<file path="src/hw/fpu_params.svh">
`ifndef FPU_PARAMS_SVH
`define FPU_PARAMS_SVH

// ----------------------------------------
// Datapath widths
// ----------------------------------------
`define FPU_FLEN 64
`define FPU_RNID_W 6
`define FPU_CMT_ID_W 5

// Pipe shape
`define FPU_NUM_SRC 2
`define FPU_WB_BUS_NUM 2

// Single-precision quiet NaN, NaN-boxed
`define FPU_CANON_NAN_S 64'hffff_ffff_7fc0_0000

`endif

</file>
<file path="src/hw/fpu_op_pkg.sv">
package fpu_op_pkg;

  // ----------------------------------------
  // Fast-path opcodes
  // ----------------------------------------
  typedef enum logic [3:0] {
    // Register moves
    OP_FMV_X_W  = 4'd0,
    OP_FMV_W_X  = 4'd1,
    OP_FMV_X_D  = 4'd2,
    OP_FMV_D_X  = 4'd3,
    // Single-precision sign injection
    OP_FSGNJ_S  = 4'd4,
    OP_FSGNJN_S = 4'd5,
    OP_FSGNJX_S = 4'd6,
    // Double-precision sign injection
    OP_FSGNJ_D  = 4'd7,
    OP_FSGNJN_D = 4'd8,
    OP_FSGNJX_D = 4'd9
  } fpu_op_t;

endpackage

</file>
<file path="src/hw/fpu_pipe_pkg.sv">
`include "fpu_params.svh"

package fpu_pipe_pkg;

  // Register bank select
  typedef enum logic {
    GPR = 1'b0,
    FPR = 1'b1
  } reg_typ_t;

  // ----------------------------------------
  // Data and ids
  // ----------------------------------------
  typedef logic [`FPU_FLEN-1:0] flen_t;
  typedef logic [`FPU_RNID_W-1:0] rnid_t;
  typedef logic [`FPU_CMT_ID_W-1:0] cmt_id_t;

endpackage

</file>
<file path="src/hw/fpu_issue_decode.sv">
`timescale 1ns/1ps
`include "fpu_params.svh"

module fpu_issue_decode (
  input  logic                   i_clk,
  input  logic                   i_reset_n,
  input  logic                   i_issue_valid,
  input  fpu_op_pkg::fpu_op_t    i_issue_op,
  input  fpu_pipe_pkg::cmt_id_t  i_issue_cmt_id,
  input  fpu_pipe_pkg::rnid_t    i_issue_rs1_rnid,
  input  fpu_pipe_pkg::rnid_t    i_issue_rs2_rnid,
  input  fpu_pipe_pkg::rnid_t    i_issue_rd_rnid,
  output logic                   o_ex1_valid,
  output fpu_op_pkg::fpu_op_t    o_ex1_op,
  output fpu_pipe_pkg::cmt_id_t  o_ex1_cmt_id,
  output fpu_pipe_pkg::rnid_t    o_ex1_rd_rnid,
  output fpu_pipe_pkg::reg_typ_t o_ex1_rd_typ,
  output logic                   o_ex1_src_need [`FPU_NUM_SRC],
  output fpu_pipe_pkg::reg_typ_t o_ex1_src_typ  [`FPU_NUM_SRC],
  output fpu_pipe_pkg::rnid_t    o_ex1_src_rnid [`FPU_NUM_SRC]
);

  logic                   w_uses_rs2;
  fpu_pipe_pkg::reg_typ_t w_rs1_typ;
  fpu_pipe_pkg::reg_typ_t w_rd_typ;

  // ----------------------------------------
  // Operand and destination banks
  // ----------------------------------------
  always_comb begin
    w_uses_rs2 = 1'b0;
    w_rs1_typ  = fpu_pipe_pkg::FPR;
    w_rd_typ   = fpu_pipe_pkg::FPR;
    case (i_issue_op)
      fpu_op_pkg::OP_FMV_X_W,
      fpu_op_pkg::OP_FMV_X_D: w_rd_typ = fpu_pipe_pkg::GPR;
      fpu_op_pkg::OP_FMV_W_X,
      fpu_op_pkg::OP_FMV_D_X: w_rs1_typ = fpu_pipe_pkg::GPR;
      default: w_uses_rs2 = 1'b1;
    endcase
  end

  // Valid and read enables
  always_ff @(posedge i_clk, negedge i_reset_n) begin
    if (!i_reset_n) begin
      o_ex1_valid       <= 1'b0;
      o_ex1_src_need[0] <= 1'b0;
      o_ex1_src_need[1] <= 1'b0;
    end else begin
      o_ex1_valid       <= i_issue_valid;
      o_ex1_src_need[0] <= i_issue_valid;
      o_ex1_src_need[1] <= i_issue_valid & w_uses_rs2;
    end
  end

  always_ff @(posedge i_clk) begin
    o_ex1_op          <= i_issue_op;
    o_ex1_cmt_id      <= i_issue_cmt_id;
    o_ex1_rd_rnid     <= i_issue_rd_rnid;
    o_ex1_rd_typ      <= w_rd_typ;
    o_ex1_src_typ[0]  <= w_rs1_typ;
    o_ex1_src_typ[1]  <= fpu_pipe_pkg::FPR;
    o_ex1_src_rnid[0] <= i_issue_rs1_rnid;
    o_ex1_src_rnid[1] <= i_issue_rs2_rnid;
  end

  a_issue_op_known : assert property (@(posedge i_clk) disable iff (!i_reset_n)
    i_issue_valid |-> !$isunknown(i_issue_op) && (i_issue_op inside {
      fpu_op_pkg::OP_FMV_X_W, fpu_op_pkg::OP_FMV_W_X, fpu_op_pkg::OP_FMV_X_D,
      fpu_op_pkg::OP_FMV_D_X, fpu_op_pkg::OP_FSGNJ_S, fpu_op_pkg::OP_FSGNJN_S,
      fpu_op_pkg::OP_FSGNJX_S, fpu_op_pkg::OP_FSGNJ_D, fpu_op_pkg::OP_FSGNJN_D,
      fpu_op_pkg::OP_FSGNJX_D}));

endmodule

</file>
<file path="src/hw/fpu_operand_fwd.sv">
`timescale 1ns/1ps
`include "fpu_params.svh"

module fpu_operand_fwd (
  input  logic                   i_clk,
  input  logic                   i_reset_n,
  input  logic                   i_ex1_need,
  input  fpu_pipe_pkg::reg_typ_t i_ex1_typ,
  input  fpu_pipe_pkg::rnid_t    i_ex1_rnid,
  input  fpu_pipe_pkg::flen_t    i_rd_data,
  input  logic                   i_wb_bus_valid [`FPU_WB_BUS_NUM],
  input  fpu_pipe_pkg::reg_typ_t i_wb_bus_typ   [`FPU_WB_BUS_NUM],
  input  fpu_pipe_pkg::rnid_t    i_wb_bus_rnid  [`FPU_WB_BUS_NUM],
  input  fpu_pipe_pkg::flen_t    i_wb_bus_data  [`FPU_WB_BUS_NUM],
  output logic                   o_rd_valid,
  output fpu_pipe_pkg::reg_typ_t o_rd_typ,
  output fpu_pipe_pkg::rnid_t    o_rd_rnid,
  output fpu_pipe_pkg::flen_t    o_ex2_data
);

  logic [`FPU_WB_BUS_NUM-1:0] w_ex1_hit;
  logic [`FPU_WB_BUS_NUM-1:0] w_ex2_hit;
  fpu_pipe_pkg::flen_t        w_ex1_fwd_data;
  fpu_pipe_pkg::flen_t        w_ex2_fwd_data;
  fpu_pipe_pkg::flen_t        w_ex1_data;

  logic                   r_ex2_need;
  fpu_pipe_pkg::reg_typ_t r_ex2_typ;
  fpu_pipe_pkg::rnid_t    r_ex2_rnid;
  fpu_pipe_pkg::flen_t    r_ex2_data;

  // Register-file read request in ex1
  assign o_rd_valid = i_ex1_need;
  assign o_rd_typ   = i_ex1_typ;
  assign o_rd_rnid  = i_ex1_rnid;

  // ----------------------------------------
  // Bus compare, both stages
  // ----------------------------------------
  always_comb begin
    w_ex1_fwd_data = '0;
    w_ex2_fwd_data = '0;
    for (int b = 0; b < `FPU_WB_BUS_NUM; b++) begin
      w_ex1_hit[b] = i_ex1_need & i_wb_bus_valid[b] &
                     (i_wb_bus_typ[b] == i_ex1_typ) & (i_wb_bus_rnid[b] == i_ex1_rnid);
      w_ex2_hit[b] = r_ex2_need & i_wb_bus_valid[b] &
                     (i_wb_bus_typ[b] == r_ex2_typ) & (i_wb_bus_rnid[b] == r_ex2_rnid);
      // Hits are one-hot so an OR is enough
      w_ex1_fwd_data = w_ex1_fwd_data | ({`FPU_FLEN{w_ex1_hit[b]}} & i_wb_bus_data[b]);
      w_ex2_fwd_data = w_ex2_fwd_data | ({`FPU_FLEN{w_ex2_hit[b]}} & i_wb_bus_data[b]);
    end
  end

  assign w_ex1_data = |w_ex1_hit ? w_ex1_fwd_data : i_rd_data;

  always_ff @(posedge i_clk, negedge i_reset_n) begin
    if (!i_reset_n) begin
      r_ex2_need <= 1'b0;
    end else begin
      r_ex2_need <= i_ex1_need;
    end
  end

  always_ff @(posedge i_clk) begin
    r_ex2_typ  <= i_ex1_typ;
    r_ex2_rnid <= i_ex1_rnid;
    r_ex2_data <= w_ex1_data;
  end

  // Late write in ex2 wins over the registered value
  assign o_ex2_data = |w_ex2_hit ? w_ex2_fwd_data : r_ex2_data;

  a_bus_hit_onehot : assert property (@(posedge i_clk) disable iff (!i_reset_n)
    $onehot0(w_ex1_hit) && $onehot0(w_ex2_hit));

endmodule

</file>
<file path="src/hw/fpu_move_sign_exec.sv">
`timescale 1ns/1ps
`include "fpu_params.svh"

module fpu_move_sign_exec (
  input  logic                   i_clk,
  input  logic                   i_reset_n,
  input  logic                   i_ex1_valid,
  input  fpu_op_pkg::fpu_op_t    i_ex1_op,
  input  fpu_pipe_pkg::cmt_id_t  i_ex1_cmt_id,
  input  fpu_pipe_pkg::rnid_t    i_ex1_rd_rnid,
  input  fpu_pipe_pkg::reg_typ_t i_ex1_rd_typ,
  input  fpu_pipe_pkg::flen_t    i_ex2_rs1,
  input  fpu_pipe_pkg::flen_t    i_ex2_rs2,
  output logic                   o_wb_valid,
  output fpu_pipe_pkg::reg_typ_t o_wb_typ,
  output fpu_pipe_pkg::rnid_t    o_wb_rnid,
  output fpu_pipe_pkg::flen_t    o_wb_data,
  output fpu_pipe_pkg::cmt_id_t  o_done_cmt_id
);

  localparam int MSB = `FPU_FLEN - 1;

  logic                   r_ex2_valid;
  fpu_op_pkg::fpu_op_t    r_ex2_op;
  fpu_pipe_pkg::cmt_id_t  r_ex2_cmt_id;
  fpu_pipe_pkg::rnid_t    r_ex2_rd_rnid;
  fpu_pipe_pkg::reg_typ_t r_ex2_rd_typ;

  fpu_pipe_pkg::flen_t w_rs1_canon;
  fpu_pipe_pkg::flen_t w_rs2_canon;
  fpu_pipe_pkg::flen_t w_ex2_res;

  // ----------------------------------------
  // ex2 control
  // ----------------------------------------
  always_ff @(posedge i_clk, negedge i_reset_n) begin
    if (!i_reset_n) begin
      r_ex2_valid <= 1'b0;
    end else begin
      r_ex2_valid <= i_ex1_valid;
    end
  end

  always_ff @(posedge i_clk) begin
    r_ex2_op      <= i_ex1_op;
    r_ex2_cmt_id  <= i_ex1_cmt_id;
    r_ex2_rd_rnid <= i_ex1_rd_rnid;
    r_ex2_rd_typ  <= i_ex1_rd_typ;
  end

  // Unboxed singles read as canonical NaN
  assign w_rs1_canon = (&i_ex2_rs1[63:32]) ? i_ex2_rs1 : `FPU_CANON_NAN_S;
  assign w_rs2_canon = (&i_ex2_rs2[63:32]) ? i_ex2_rs2 : `FPU_CANON_NAN_S;

  always_comb begin
    case (r_ex2_op)
      fpu_op_pkg::OP_FMV_X_W: w_ex2_res = {{32{i_ex2_rs1[31]}}, i_ex2_rs1[31:0]};
      fpu_op_pkg::OP_FMV_W_X: w_ex2_res = {32'hffff_ffff, i_ex2_rs1[31:0]};
      fpu_op_pkg::OP_FMV_X_D,
      fpu_op_pkg::OP_FMV_D_X: w_ex2_res = i_ex2_rs1;
      fpu_op_pkg::OP_FSGNJ_D:  w_ex2_res = {i_ex2_rs2[MSB], i_ex2_rs1[MSB-1:0]};
      fpu_op_pkg::OP_FSGNJN_D: w_ex2_res = {~i_ex2_rs2[MSB], i_ex2_rs1[MSB-1:0]};
      fpu_op_pkg::OP_FSGNJX_D:
        w_ex2_res = {i_ex2_rs1[MSB] ^ i_ex2_rs2[MSB], i_ex2_rs1[MSB-1:0]};
      fpu_op_pkg::OP_FSGNJ_S:
        w_ex2_res = {w_rs1_canon[63:32], w_rs2_canon[31], w_rs1_canon[30:0]};
      fpu_op_pkg::OP_FSGNJN_S:
        w_ex2_res = {w_rs1_canon[63:32], ~w_rs2_canon[31], w_rs1_canon[30:0]};
      fpu_op_pkg::OP_FSGNJX_S:
        w_ex2_res = {w_rs1_canon[63:32], w_rs1_canon[31] ^ w_rs2_canon[31],
                     w_rs1_canon[30:0]};
      default: w_ex2_res = '0;
    endcase
  end

  // ----------------------------------------
  // ex3 write-back
  // ----------------------------------------
  always_ff @(posedge i_clk, negedge i_reset_n) begin
    if (!i_reset_n) begin
      o_wb_valid <= 1'b0;
    end else begin
      o_wb_valid <= r_ex2_valid;
    end
  end

  always_ff @(posedge i_clk) begin
    o_wb_typ      <= r_ex2_rd_typ;
    o_wb_rnid     <= r_ex2_rd_rnid;
    o_wb_data     <= w_ex2_res;
    o_done_cmt_id <= r_ex2_cmt_id;
  end

  a_wb_valid_known : assert property (@(posedge i_clk) disable iff (!i_reset_n)
    !$isunknown(o_wb_valid));

endmodule

</file>
<file path="src/hw/fpu_fast_pipe.sv">
`timescale 1ns/1ps
`include "fpu_params.svh"

module fpu_fast_pipe (
  input  logic                   i_clk,
  input  logic                   i_reset_n,
  input  logic                   i_issue_valid,
  input  fpu_op_pkg::fpu_op_t    i_issue_op,
  input  fpu_pipe_pkg::cmt_id_t  i_issue_cmt_id,
  input  fpu_pipe_pkg::rnid_t    i_issue_rs1_rnid,
  input  fpu_pipe_pkg::rnid_t    i_issue_rs2_rnid,
  input  fpu_pipe_pkg::rnid_t    i_issue_rd_rnid,
  output logic                   o_src_rd_valid [`FPU_NUM_SRC],
  output fpu_pipe_pkg::reg_typ_t o_src_rd_typ   [`FPU_NUM_SRC],
  output fpu_pipe_pkg::rnid_t    o_src_rd_rnid  [`FPU_NUM_SRC],
  input  fpu_pipe_pkg::flen_t    i_src_rd_data  [`FPU_NUM_SRC],
  input  logic                   i_wb_bus_valid [`FPU_WB_BUS_NUM],
  input  fpu_pipe_pkg::reg_typ_t i_wb_bus_typ   [`FPU_WB_BUS_NUM],
  input  fpu_pipe_pkg::rnid_t    i_wb_bus_rnid  [`FPU_WB_BUS_NUM],
  input  fpu_pipe_pkg::flen_t    i_wb_bus_data  [`FPU_WB_BUS_NUM],
  output logic                   o_wb_valid,
  output fpu_pipe_pkg::reg_typ_t o_wb_typ,
  output fpu_pipe_pkg::rnid_t    o_wb_rnid,
  output fpu_pipe_pkg::flen_t    o_wb_data,
  output fpu_pipe_pkg::cmt_id_t  o_done_cmt_id
);

  logic                   w_ex1_valid;
  fpu_op_pkg::fpu_op_t    w_ex1_op;
  fpu_pipe_pkg::cmt_id_t  w_ex1_cmt_id;
  fpu_pipe_pkg::rnid_t    w_ex1_rd_rnid;
  fpu_pipe_pkg::reg_typ_t w_ex1_rd_typ;
  logic                   w_ex1_src_need [`FPU_NUM_SRC];
  fpu_pipe_pkg::reg_typ_t w_ex1_src_typ  [`FPU_NUM_SRC];
  fpu_pipe_pkg::rnid_t    w_ex1_src_rnid [`FPU_NUM_SRC];
  fpu_pipe_pkg::flen_t    w_ex2_src_data [`FPU_NUM_SRC];

  fpu_issue_decode u_decode (
    .i_clk            (i_clk),
    .i_reset_n        (i_reset_n),
    .i_issue_valid    (i_issue_valid),
    .i_issue_op       (i_issue_op),
    .i_issue_cmt_id   (i_issue_cmt_id),
    .i_issue_rs1_rnid (i_issue_rs1_rnid),
    .i_issue_rs2_rnid (i_issue_rs2_rnid),
    .i_issue_rd_rnid  (i_issue_rd_rnid),
    .o_ex1_valid      (w_ex1_valid),
    .o_ex1_op         (w_ex1_op),
    .o_ex1_cmt_id     (w_ex1_cmt_id),
    .o_ex1_rd_rnid    (w_ex1_rd_rnid),
    .o_ex1_rd_typ     (w_ex1_rd_typ),
    .o_ex1_src_need   (w_ex1_src_need),
    .o_ex1_src_typ    (w_ex1_src_typ),
    .o_ex1_src_rnid   (w_ex1_src_rnid)
  );

  // One forwarding unit per source
  for (genvar s = 0; s < `FPU_NUM_SRC; s++) begin : g_src
    fpu_operand_fwd u_fwd (
      .i_clk          (i_clk),
      .i_reset_n      (i_reset_n),
      .i_ex1_need     (w_ex1_src_need[s]),
      .i_ex1_typ      (w_ex1_src_typ[s]),
      .i_ex1_rnid     (w_ex1_src_rnid[s]),
      .i_rd_data      (i_src_rd_data[s]),
      .i_wb_bus_valid (i_wb_bus_valid),
      .i_wb_bus_typ   (i_wb_bus_typ),
      .i_wb_bus_rnid  (i_wb_bus_rnid),
      .i_wb_bus_data  (i_wb_bus_data),
      .o_rd_valid     (o_src_rd_valid[s]),
      .o_rd_typ       (o_src_rd_typ[s]),
      .o_rd_rnid      (o_src_rd_rnid[s]),
      .o_ex2_data     (w_ex2_src_data[s])
    );
  end

  fpu_move_sign_exec u_exec (
    .i_clk         (i_clk),
    .i_reset_n     (i_reset_n),
    .i_ex1_valid   (w_ex1_valid),
    .i_ex1_op      (w_ex1_op),
    .i_ex1_cmt_id  (w_ex1_cmt_id),
    .i_ex1_rd_rnid (w_ex1_rd_rnid),
    .i_ex1_rd_typ  (w_ex1_rd_typ),
    .i_ex2_rs1     (w_ex2_src_data[0]),
    .i_ex2_rs2     (w_ex2_src_data[1]),
    .o_wb_valid    (o_wb_valid),
    .o_wb_typ      (o_wb_typ),
    .o_wb_rnid     (o_wb_rnid),
    .o_wb_data     (o_wb_data),
    .o_done_cmt_id (o_done_cmt_id)
  );

endmodule

</file>
<file path="config.mk">
export PLATFORM = sky130hd
export DESIGN_NAME = fpu_fast_pipe
export DESIGN_NICKNAME = d
export VERILOG_FILES = /design/src/hw/fpu_op_pkg.sv /design/src/hw/fpu_pipe_pkg.sv /design/src/hw/fpu_issue_decode.sv /design/src/hw/fpu_operand_fwd.sv /design/src/hw/fpu_move_sign_exec.sv /design/src/hw/fpu_fast_pipe.sv
export VERILOG_INCLUDE_DIRS = /design/src /design/src/hw
export SDC_FILE = /design/constraint.sdc
export NUM_CORES = 1
export LEC_CHECK = 0
export BUFFER_PORTS_ARGS = -buffer_cell sky130_fd_sc_hd__buf_2
export CAP_MARGIN = 20
export CORE_UTILIZATION = 34
export DETAILED_ROUTE_END_ITERATION = 8
export PLACE_DENSITY = 0.62
export SETUP_SLACK_MARGIN = 0.02
export SKIP_LAST_GASP = 1
export SYNTH_ARGS = -nofsm -noshare
export SYNTH_HDL_FRONTEND = slang
export SYNTH_SLANG_ARGS = --single-unit
</file>
<file path="constraint.sdc">
create_clock -name i_clk -period 3.5 [get_ports i_clk]
set_input_delay 0.175 -clock i_clk [delete_from_list [all_inputs] [get_ports i_clk]]
set_output_delay 0.175 -clock i_clk [all_outputs]
set_load 0.05 [all_outputs]
</file>
==> impl_metrics.csv, run 1 <==
group,metric,value,unit
worst_setup_path,worst_ep_arrival_time,3.81,ns
detailed_routing,via_per_inst,5.19,
worst_setup_path,reg2reg_depth,11,
detailed_routing,vias,10800,
clock_tree,h-tree-depth,1,
floorplanning,dieWidth,168,um
timing,max_freq,301,MHz
synthesis,syn-num-nets,1347,
detailed_routing,wl_per_cell,18.4,um
grt,grt_usage,25.8,%
layout,post-route-cell-area,15500,um^2
worst_setup_path,setup.worst_path.end_class,"flop",
timing,max_slew_margin,32.2,%
layout,fillerInstances,2407,
worst_setup_path,critPathKind,"reg -> reg",
timing,setup_viol,0,
synthesis,synth_cell_types,36,
synthesis,synth_area_leaders,"dfxtp_1, a22oi_1, nand2_1, a22o_1, xnor2_1",
outcome,status,"completed",
layout,drive_above_1_share,27.0,%
detailed_routing,ant_nets,0,
worst_setup_path,cp_cell_sequence,"xnor2_1 > nand3_1 > nor4_4 > buf_12 > a22o_1 > o22ai_1 > nor4_1 > nand4_1 > or4_1 > mux2i_1 > a311o_1",
floorplanning,dieArea,28400,um^2
power_and_ir_drop,p_per_area,450,nW/um^2
detailed_routing,drt-initial-drc-count,1099,
grt,grt.overflow.total,0,
clock_tree,cts_tree,"done",
clock_tree,numClockSinks,236,
worst_setup_path,reg2reg_slack,0.17,ns
clock_tree,insertion_delay,0.54,ns
synthesis,synth-edff-count,0,
synthesis,netlist.area_leader.share,49.1,%
clock_tree,clock_path_buffers,3,
timing,min_period_over_period,95.0,%
synthesis,syn_area_per_cell,9.02,um^2
power_and_ir_drop,ir_worst_vdd,496,uV
synthesis,synth_ff_type,"dfxtp_1",
worst_setup_path,crit_path_start_kind,"flop",
worst_hold_path,hp-start,"i_wb_bus_data[43]",
placement,dp_cells,1730,
synthesis,ys_seq_elements,236,
placement,globalplace.congestion,0.944,
placement,place_area,11700,um^2
grt,antenna_found_initial,15,
run,maxCapViolations,0,
synthesis,yosys_warnings,0,
synthesis,synth-seq-area-share,50.4,%
layout,stdcell_count,2079,
layout,finish.utilization,57.1,%
placement,numPortBuffers,362,
grt,grt_max_degree,65,
timing,skew,0.0206,ns
synthesis,synth_common_cells,"nand2_1, dfxtp_1, a22oi_1",
floorplanning,rows,60,
grt,grt_pass1_vias,10600,
worst_hold_path,hold_end,"g_src[0].u_fwd.r_ex2_data[43]$_DFF_P_",
timing,worst_pin_slew,1.02,ns
synthesis,synth_top_cell_by_area,"dfxtp_1",
timing,drv_slew,0,
clock_tree,clk_pin_slew,0.06,ns
worst_setup_path,crit_family,"simple AND/OR/NAND/NOR gates",
timing,whs,0.0308,ns
synthesis,synth_most_common_cell,"nand2_1",
floorplanning,start_util,34.8,%
detailed_routing,drtPass1Iterations,6,
floorplanning,core_area,27100,um^2
worst_setup_path,cp_slowest_cell,"or4_1",
floorplanning,die_h,168,um
worst_setup_path,cp_slowest_stage_delay,0.55,ns
worst_setup_path,cp_max_fo,58,
grt,grt_pass1_wl,56900,um
synthesis,syn_area,9430,um^2
placement,place_hpwl,25300,um
worst_setup_path,timing.rr.end,"u_exec.o_wb_data[31]$_DFF_P_",
synthesis,async_flop_share,2.12,%
power_and_ir_drop,power.leakage,6.94,nW
timing,rsz0062_at_grt,"no",
floorplanning,io_pins,395,
layout,multiInputGateArea,4380,um^2
timing,min_period,3.33,ns
worst_setup_path,cp_num_buf_inv,1,
layout,area_growth,64.3,%
worst_setup_path,worstReg2RegStart,"g_src[0].u_fwd.r_ex2_rnid[2]$_DFF_P_",
layout,seq_area,4750,um^2
worst_setup_path,cp.required,3.99,ns
clock_tree,numCtsBuffers,26,
timing,hold_viol_final,0,
detailed_routing,drc,0,
worst_hold_path,hp-class,"in -> reg",
layout,layout.nets,1974,
timing,fin_setup_tns,0,ns
detailed_routing,wirelength,38200,um
synthesis,syn_inst,1045,
clock_tree,clock-root-buffer,"clkbuf_16",
worst_hold_path,hold_path_depth,3,
## sequential cells by signal, summed over array words and instances, names as in the netlist, 6 cells and up
name and count:
g_src.u_fwd.r_ex2_data 97, u_exec.o_wb_data 64, g_src.u_fwd.r_ex2_rnid 12, u_decode.o_ex1_src_rnid 12, u_decode.o_ex1_rd_rnid 6, u_exec.o_wb_rnid 6
u_exec.r_ex2_rd_rnid 6
## worst max-delay path by stage
stage,startpoint,to,slack [ns],cells after the start
after floorplan,i_wb_bus_rnid[7],u_exec.o_wb_data[31]$_DFF_P_,0.73,10
after global placement,g_src[1].u_fwd.r_ex2_rnid[0]$_DFF_P_,u_exec.o_wb_data[31]$_DFF_P_,0.1,11
after detailed placement,g_src[1].u_fwd.r_ex2_rnid[0]$_DFF_P_,u_exec.o_wb_data[31]$_DFF_P_,0.04,11
after CTS,g_src[1].u_fwd.r_ex2_rnid[0]$_DFF_P_,u_exec.o_wb_data[31]$_DFF_P_,0.02,11
after global routing,g_src[0].u_fwd.r_ex2_rnid[2]$_DFF_P_,u_exec.o_wb_data[31]$_DFF_P_,0.02,11
final,g_src[0].u_fwd.r_ex2_rnid[2]$_DFF_P_,u_exec.o_wb_data[31]$_DFF_P_,0.17,11
## what timing repair did
action                     4_1_cts  5_1_grt
hold endpoints to repair       163        0
hold buffers                   283        0
buffers inserted                 0        3
gates resized for setup          0        1
setup endpoints to repair        0        1
## routing by layer
metal  track usage (%)  vias up  routed length [um]
li1                  -     5018                   -
met1              33.0     5008               15500
met2              40.4      605               17300
met3              4.72      151                3340
met4              15.5        0                2120
met5                 0        -                   0
## worst min-delay path, cell delays in order
cell and delay [ns]:
buf_2 0.13, a22oi_1 0.11, nand2_1 0.11
## cell families (layout without fill, tap and decap cells)
logic type	count (synthesis)	in the layout	synth area share, %
AOI/OAI and AO/OA	315	315	23.3
xor gates and xnor gates	54	54	5.02
buffers and inverters	81	728	3.66
DFF	236	236	50.4
muxes	1	1	0.106
other	1	16	0.0398
and+or+nand+nor	357	357	17.5
## stage by stage
stage | power (mW) | setup slack [ns]
after detailed placement | 3.93 | 0.0386
after global routing | 7.21 | 0.0215
final | 6.98 | 0.175
after global placement | 3.93 | 0.0984
after CTS | 6.99 | 0.0225
after floorplan | 3.53 | 0.728
## report_power, final
group	total, mW	leakage (nW)	switching [mW]	internal [mW]
logic	1.20	4.50	0.712	0.485
registers	2.93	2.00	0.0666	2.87
clock network	2.84	0.434	1.14	1.70
total	6.98	6.94	1.92	5.05
## cell type report
| type | count | share of cell area, % |
|---|---|---|
| Timing Repair Buffer | 678 | 31.9 |
| Sequential cell | 236 | 30.7 |
| Multi-Input combinational cell | 728 | 28.3 |
| Clock buffer | 34 | 4.72 |
| Tap cell | 372 | 3.01 |
| Clock inverter | 14 | 1.10 |
| Antenna cell | 15 | 0.242 |
| Inverter | 2 | 0.0485 |
## placed cells by master, fill, tap and decap left out, drive strengths merged, types with 32 or more instances in the layout
| cell type | synthesis | routed |
|---|---|---|
| a21oi | 57 | 57 |
| a22o | 65 | 65 |
| a22oi | 130 | 130 |
| buf | 26 | 395 |
| clkbuf | 53 | 34 |
| dfxtp | 231 | 231 |
| dlygate4sd3 | 0 | 283 |
| nand2 | 232 | 232 |
| nor2 | 43 | 43 |
| nor3b | 32 | 32 |
| o21ai | 33 | 33 |
| xnor2 | 36 | 36 |
Note: power is estimated with default switching activity, not from simulation.
==> run 2, diff against run 1 <==
--- a/config.mk
+++ b/config.mk
@@ -6,11 +6,12 @@
 export SDC_FILE = /design/constraint.sdc
 export NUM_CORES = 1
 export LEC_CHECK = 0
+export ABC_AREA = 1
 export BUFFER_PORTS_ARGS = -buffer_cell sky130_fd_sc_hd__buf_2
 export CAP_MARGIN = 20
 export CORE_UTILIZATION = 34
 export DETAILED_ROUTE_END_ITERATION = 8
-export PLACE_DENSITY = 0.62
+export PLACE_DENSITY = 0.61
 export SETUP_SLACK_MARGIN = 0.02
 export SKIP_LAST_GASP = 1
 export SYNTH_ARGS = -nofsm -noshare
==> run 2 against run 1 <==
- utilization fell by 4.1 points
- sequential share of layout area is 0.80 points lower
- clock skew fell by 0.0029 ns
- sequential cell count unchanged
- final cell count rose by 16%
- critical endpoint unchanged
- largest cell class is now flip-flops and latches
==> impl_metrics.csv, run 2 <==
group,metric,value,unit
placement,place_area,12700,um^2
worst_hold_path,hold_end,"g_src[1].u_fwd.r_ex2_data[53]$_DFF_P_",
detailed_routing,ant_nets,0,
clock_tree,insertion_delay,0.55,ns
grt,grt.overflow.total,0,
detailed_routing,drt-initial-drc-count,981,
synthesis,syn_inst,1435,
layout,area_growth,51.6,%
layout,stdcell_count,2414,
layout,mostFrequentLayoutCells,"buf_2, nand2_1, dfxtp_1",
clock_tree,numCtsBuffers,28,
grt,grt_pass1_wl,63900,um
timing,setup_viol,0,
detailed_routing,wirelength,42100,um
floorplanning,core_area,30000,um^2
clock_tree,h-tree-depth,1,
detailed_routing,drtPass1Iterations,7,
placement,place_hpwl,28300,um
synthesis,netlist.area_leader.share,44.1,%
clock_tree,clk_pin_slew,0.06,ns
run,maxCapViolations,0,
grt,grt_pass1_vias,12000,
synthesis,synth_common_cells,"nand2_1, dfxtp_1, inv_1",
timing,skew,0.0177,ns
worst_setup_path,crit_path_start_kind,"flop",
floorplanning,start_util,35.0,%
worst_setup_path,worst_ep_arrival_time,3.56,ns
clock_tree,cts_resized,0,
placement,globalplace.congestion,0.932,
layout,post-route-cell-area,15900,um^2
detailed_routing,via_per_inst,5.08,
synthesis,ys_seq_elements,236,
detailed_routing,wl_per_cell,17.4,um
worst_setup_path,cp_max_fo,25,
timing,fin_setup_tns,0,ns
layout,fillerInstances,2840,
worst_setup_path,reg2reg_slack,0.37,ns
floorplanning,dieWidth,178,um
clock_tree,clock-root-buffer,"clkbuf_16",
floorplanning,die_h,178,um
grt,grt_usage,26.0,%
timing,max_slew_margin,33.2,%
timing,hold_viol_final,0,
worst_setup_path,worstReg2RegStart,"g_src[1].u_fwd.r_ex2_rnid[1]$_DFF_P_",
worst_setup_path,reg2reg_depth,17,
layout,top_regs,"g_src.u_fwd.r_ex2_data: 97 flops, u_exec.o_wb_data: 64 flops",
layout,largest_reg_flops,97,
synthesis,syn_area,10500,um^2
power_and_ir_drop,ir_worst_vdd,357,uV
placement,preCtsSetupSlack,0.406,ns
placement,numPortBuffers,362,
worst_setup_path,setup.worst_path.end_class,"flop",
synthesis,synth_cell_types,42,
placement,dp_cells,2136,
worst_hold_path,hold_path_depth,3,
timing,worst_slack,0.373,ns
clock_tree,clock_path_buffers,3,
clock_tree,numClockSinks,236,
grt,grt_max_degree,65,
clock_tree,post_cts_buffers,0,
synthesis,syn-num-nets,1737,
timing,min_period,3.13,ns
floorplanning,io_pins,395,
synthesis,synth_most_common_cell,"nand2_1",
outcome,status,"completed",
synthesis,synth-edff-count,0,
synthesis,synth-seq-area-share,45.3,%
layout,layout.nets,2302,
layout,regMostFlops,"g_src.u_fwd.r_ex2_data",
synthesis,syn_area_per_cell,7.31,um^2
timing,worst_pin_slew,0.976,ns
synthesis,synth_area_leaders,"dfxtp_1, nand2_1, inv_1, o221ai_1, nand3_1",
worst_setup_path,critPathKind,"reg -> reg",
timing,drv_slew,0,
synthesis,synth_ff_type,"dfxtp_1",
clock_tree,cts_tree,"done",
detailed_routing,vias,12300,
layout,drive_above_1_share,23.6,%
worst_setup_path,cp.required,3.93,ns
worst_setup_path,startpoint,"g_src[1].u_fwd.r_ex2_rnid[1]$_DFF_P_",
worst_hold_path,hp-class,"in -> reg",
floorplanning,dieArea,31500,um^2
layout,final_common_cell,"buf_2",
grt,antenna_found_initial,6,
floorplanning,rows,63,
worst_setup_path,timing.rr.end,"u_exec.o_wb_data[31]$_DFF_P_",
worst_hold_path,hp-start,"i_wb_bus_data[53]",
timing,rsz0062_at_grt,"no",
synthesis,async_flop_share,2.12,%
timing,min_period_over_period,89.3,%
synthesis,yosys_warnings,0,
power_and_ir_drop,p_per_area,460,nW/um^2
synthesis,synth_top_cell_by_area,"dfxtp_1",
detailed_routing,drc,0,
timing,max_freq,320,MHz
clock_tree,hold_buffers,223,
power_and_ir_drop,power.leakage,8.06,nW
layout,finish.utilization,53.1,%
## run 2: area by class of cell
type | instances | area, um^2 | share of cell area [%]
flip-flops and latches | 236 | 4750 | 29.9
multi-input cells | 887 | 4540 | 28.5
repair buffers | 611 | 4250 | 26.7
inverters | 236 | 887 | 5.58
clock buffers | 36 | 792 | 4.98
well taps | 390 | 488 | 3.07
clock inverters | 16 | 195 | 1.23
diodes | 2 | 5.00 | 0.0315
## run 2: stage by stage
| stage | total power [mW] | hold WS, ns |
|---|---|---|
| after floorplan | 3.65 | -0.121 |
| after global placement | 4.05 | -0.00773 |
| after detailed placement | 4.06 | -0.00720 |
| after CTS | 7.36 | 0.000199 |
| after global routing | 7.60 | 0.000404 |
| final | 7.32 | 0.0235 |
## run 2: worst max path at each step
stage	to	slack, ns	cells past startpoint
floorplan	g_src[0].u_fwd.r_ex2_data[17]$_DFF_P_	1.16	9
global placement	u_exec.o_wb_data[34]$_DFF_P_	0.51	16
detailed placement	u_exec.o_wb_data[59]$_DFF_P_	0.41	16
CTS	u_exec.o_wb_data[50]$_DFF_P_	0.39	16
global route	u_exec.o_wb_data[31]$_DFF_P_	0.05	17
finish	u_exec.o_wb_data[31]$_DFF_P_	0.37	17
## run 2: report_power, final
group          internal [mW]  switching [mW]
clock network           1.89            1.20
registers               2.87          0.0641
logic                  0.504           0.784
total                   5.27            2.05
## run 2: layer usage
layer	part of all wire [%]	up-vias	routed length [um]	track usage [%]
li1	-	5836	-	-
met1	41	5679	17200	32.9
met2	46	612	19400	42.9
met3	9.0	129	3800	5.78
met4	3.6	8	1500	10.4
met5	0.15	-	64	0
## run 2: kinds of logic (layout without fill, tap and decap cells)
group | count (synthesis) | in the layout | synth area share, %
buf+inv | 312 | 899 | 11.9
xor+xnor | 17 | 17 | 1.42
flops | 236 | 236 | 45.3
other cells | 1 | 3 | 0.0358
compound gates | 258 | 258 | 16.8
simple gates | 611 | 611 | 24.6
## run 2: worst max-delay path, cell delays in order (launching register included)
cell	delay (ns)
dfxtp_1	0.41
inv_2	0.05
a21oi_1	0.13
nand2_1	0.07
nor2_2	0.30
nand2_2	0.29
inv_2	0.52
nand2_1	0.11
nand3_1	0.11
nand2_1	0.07
nor2_1	0.19
inv_1	0.06
nor2_1	0.23
nand3_1	0.15
nand2_1	0.08
inv_1	0.04
nor2_1	0.10
nand2_1	0.07
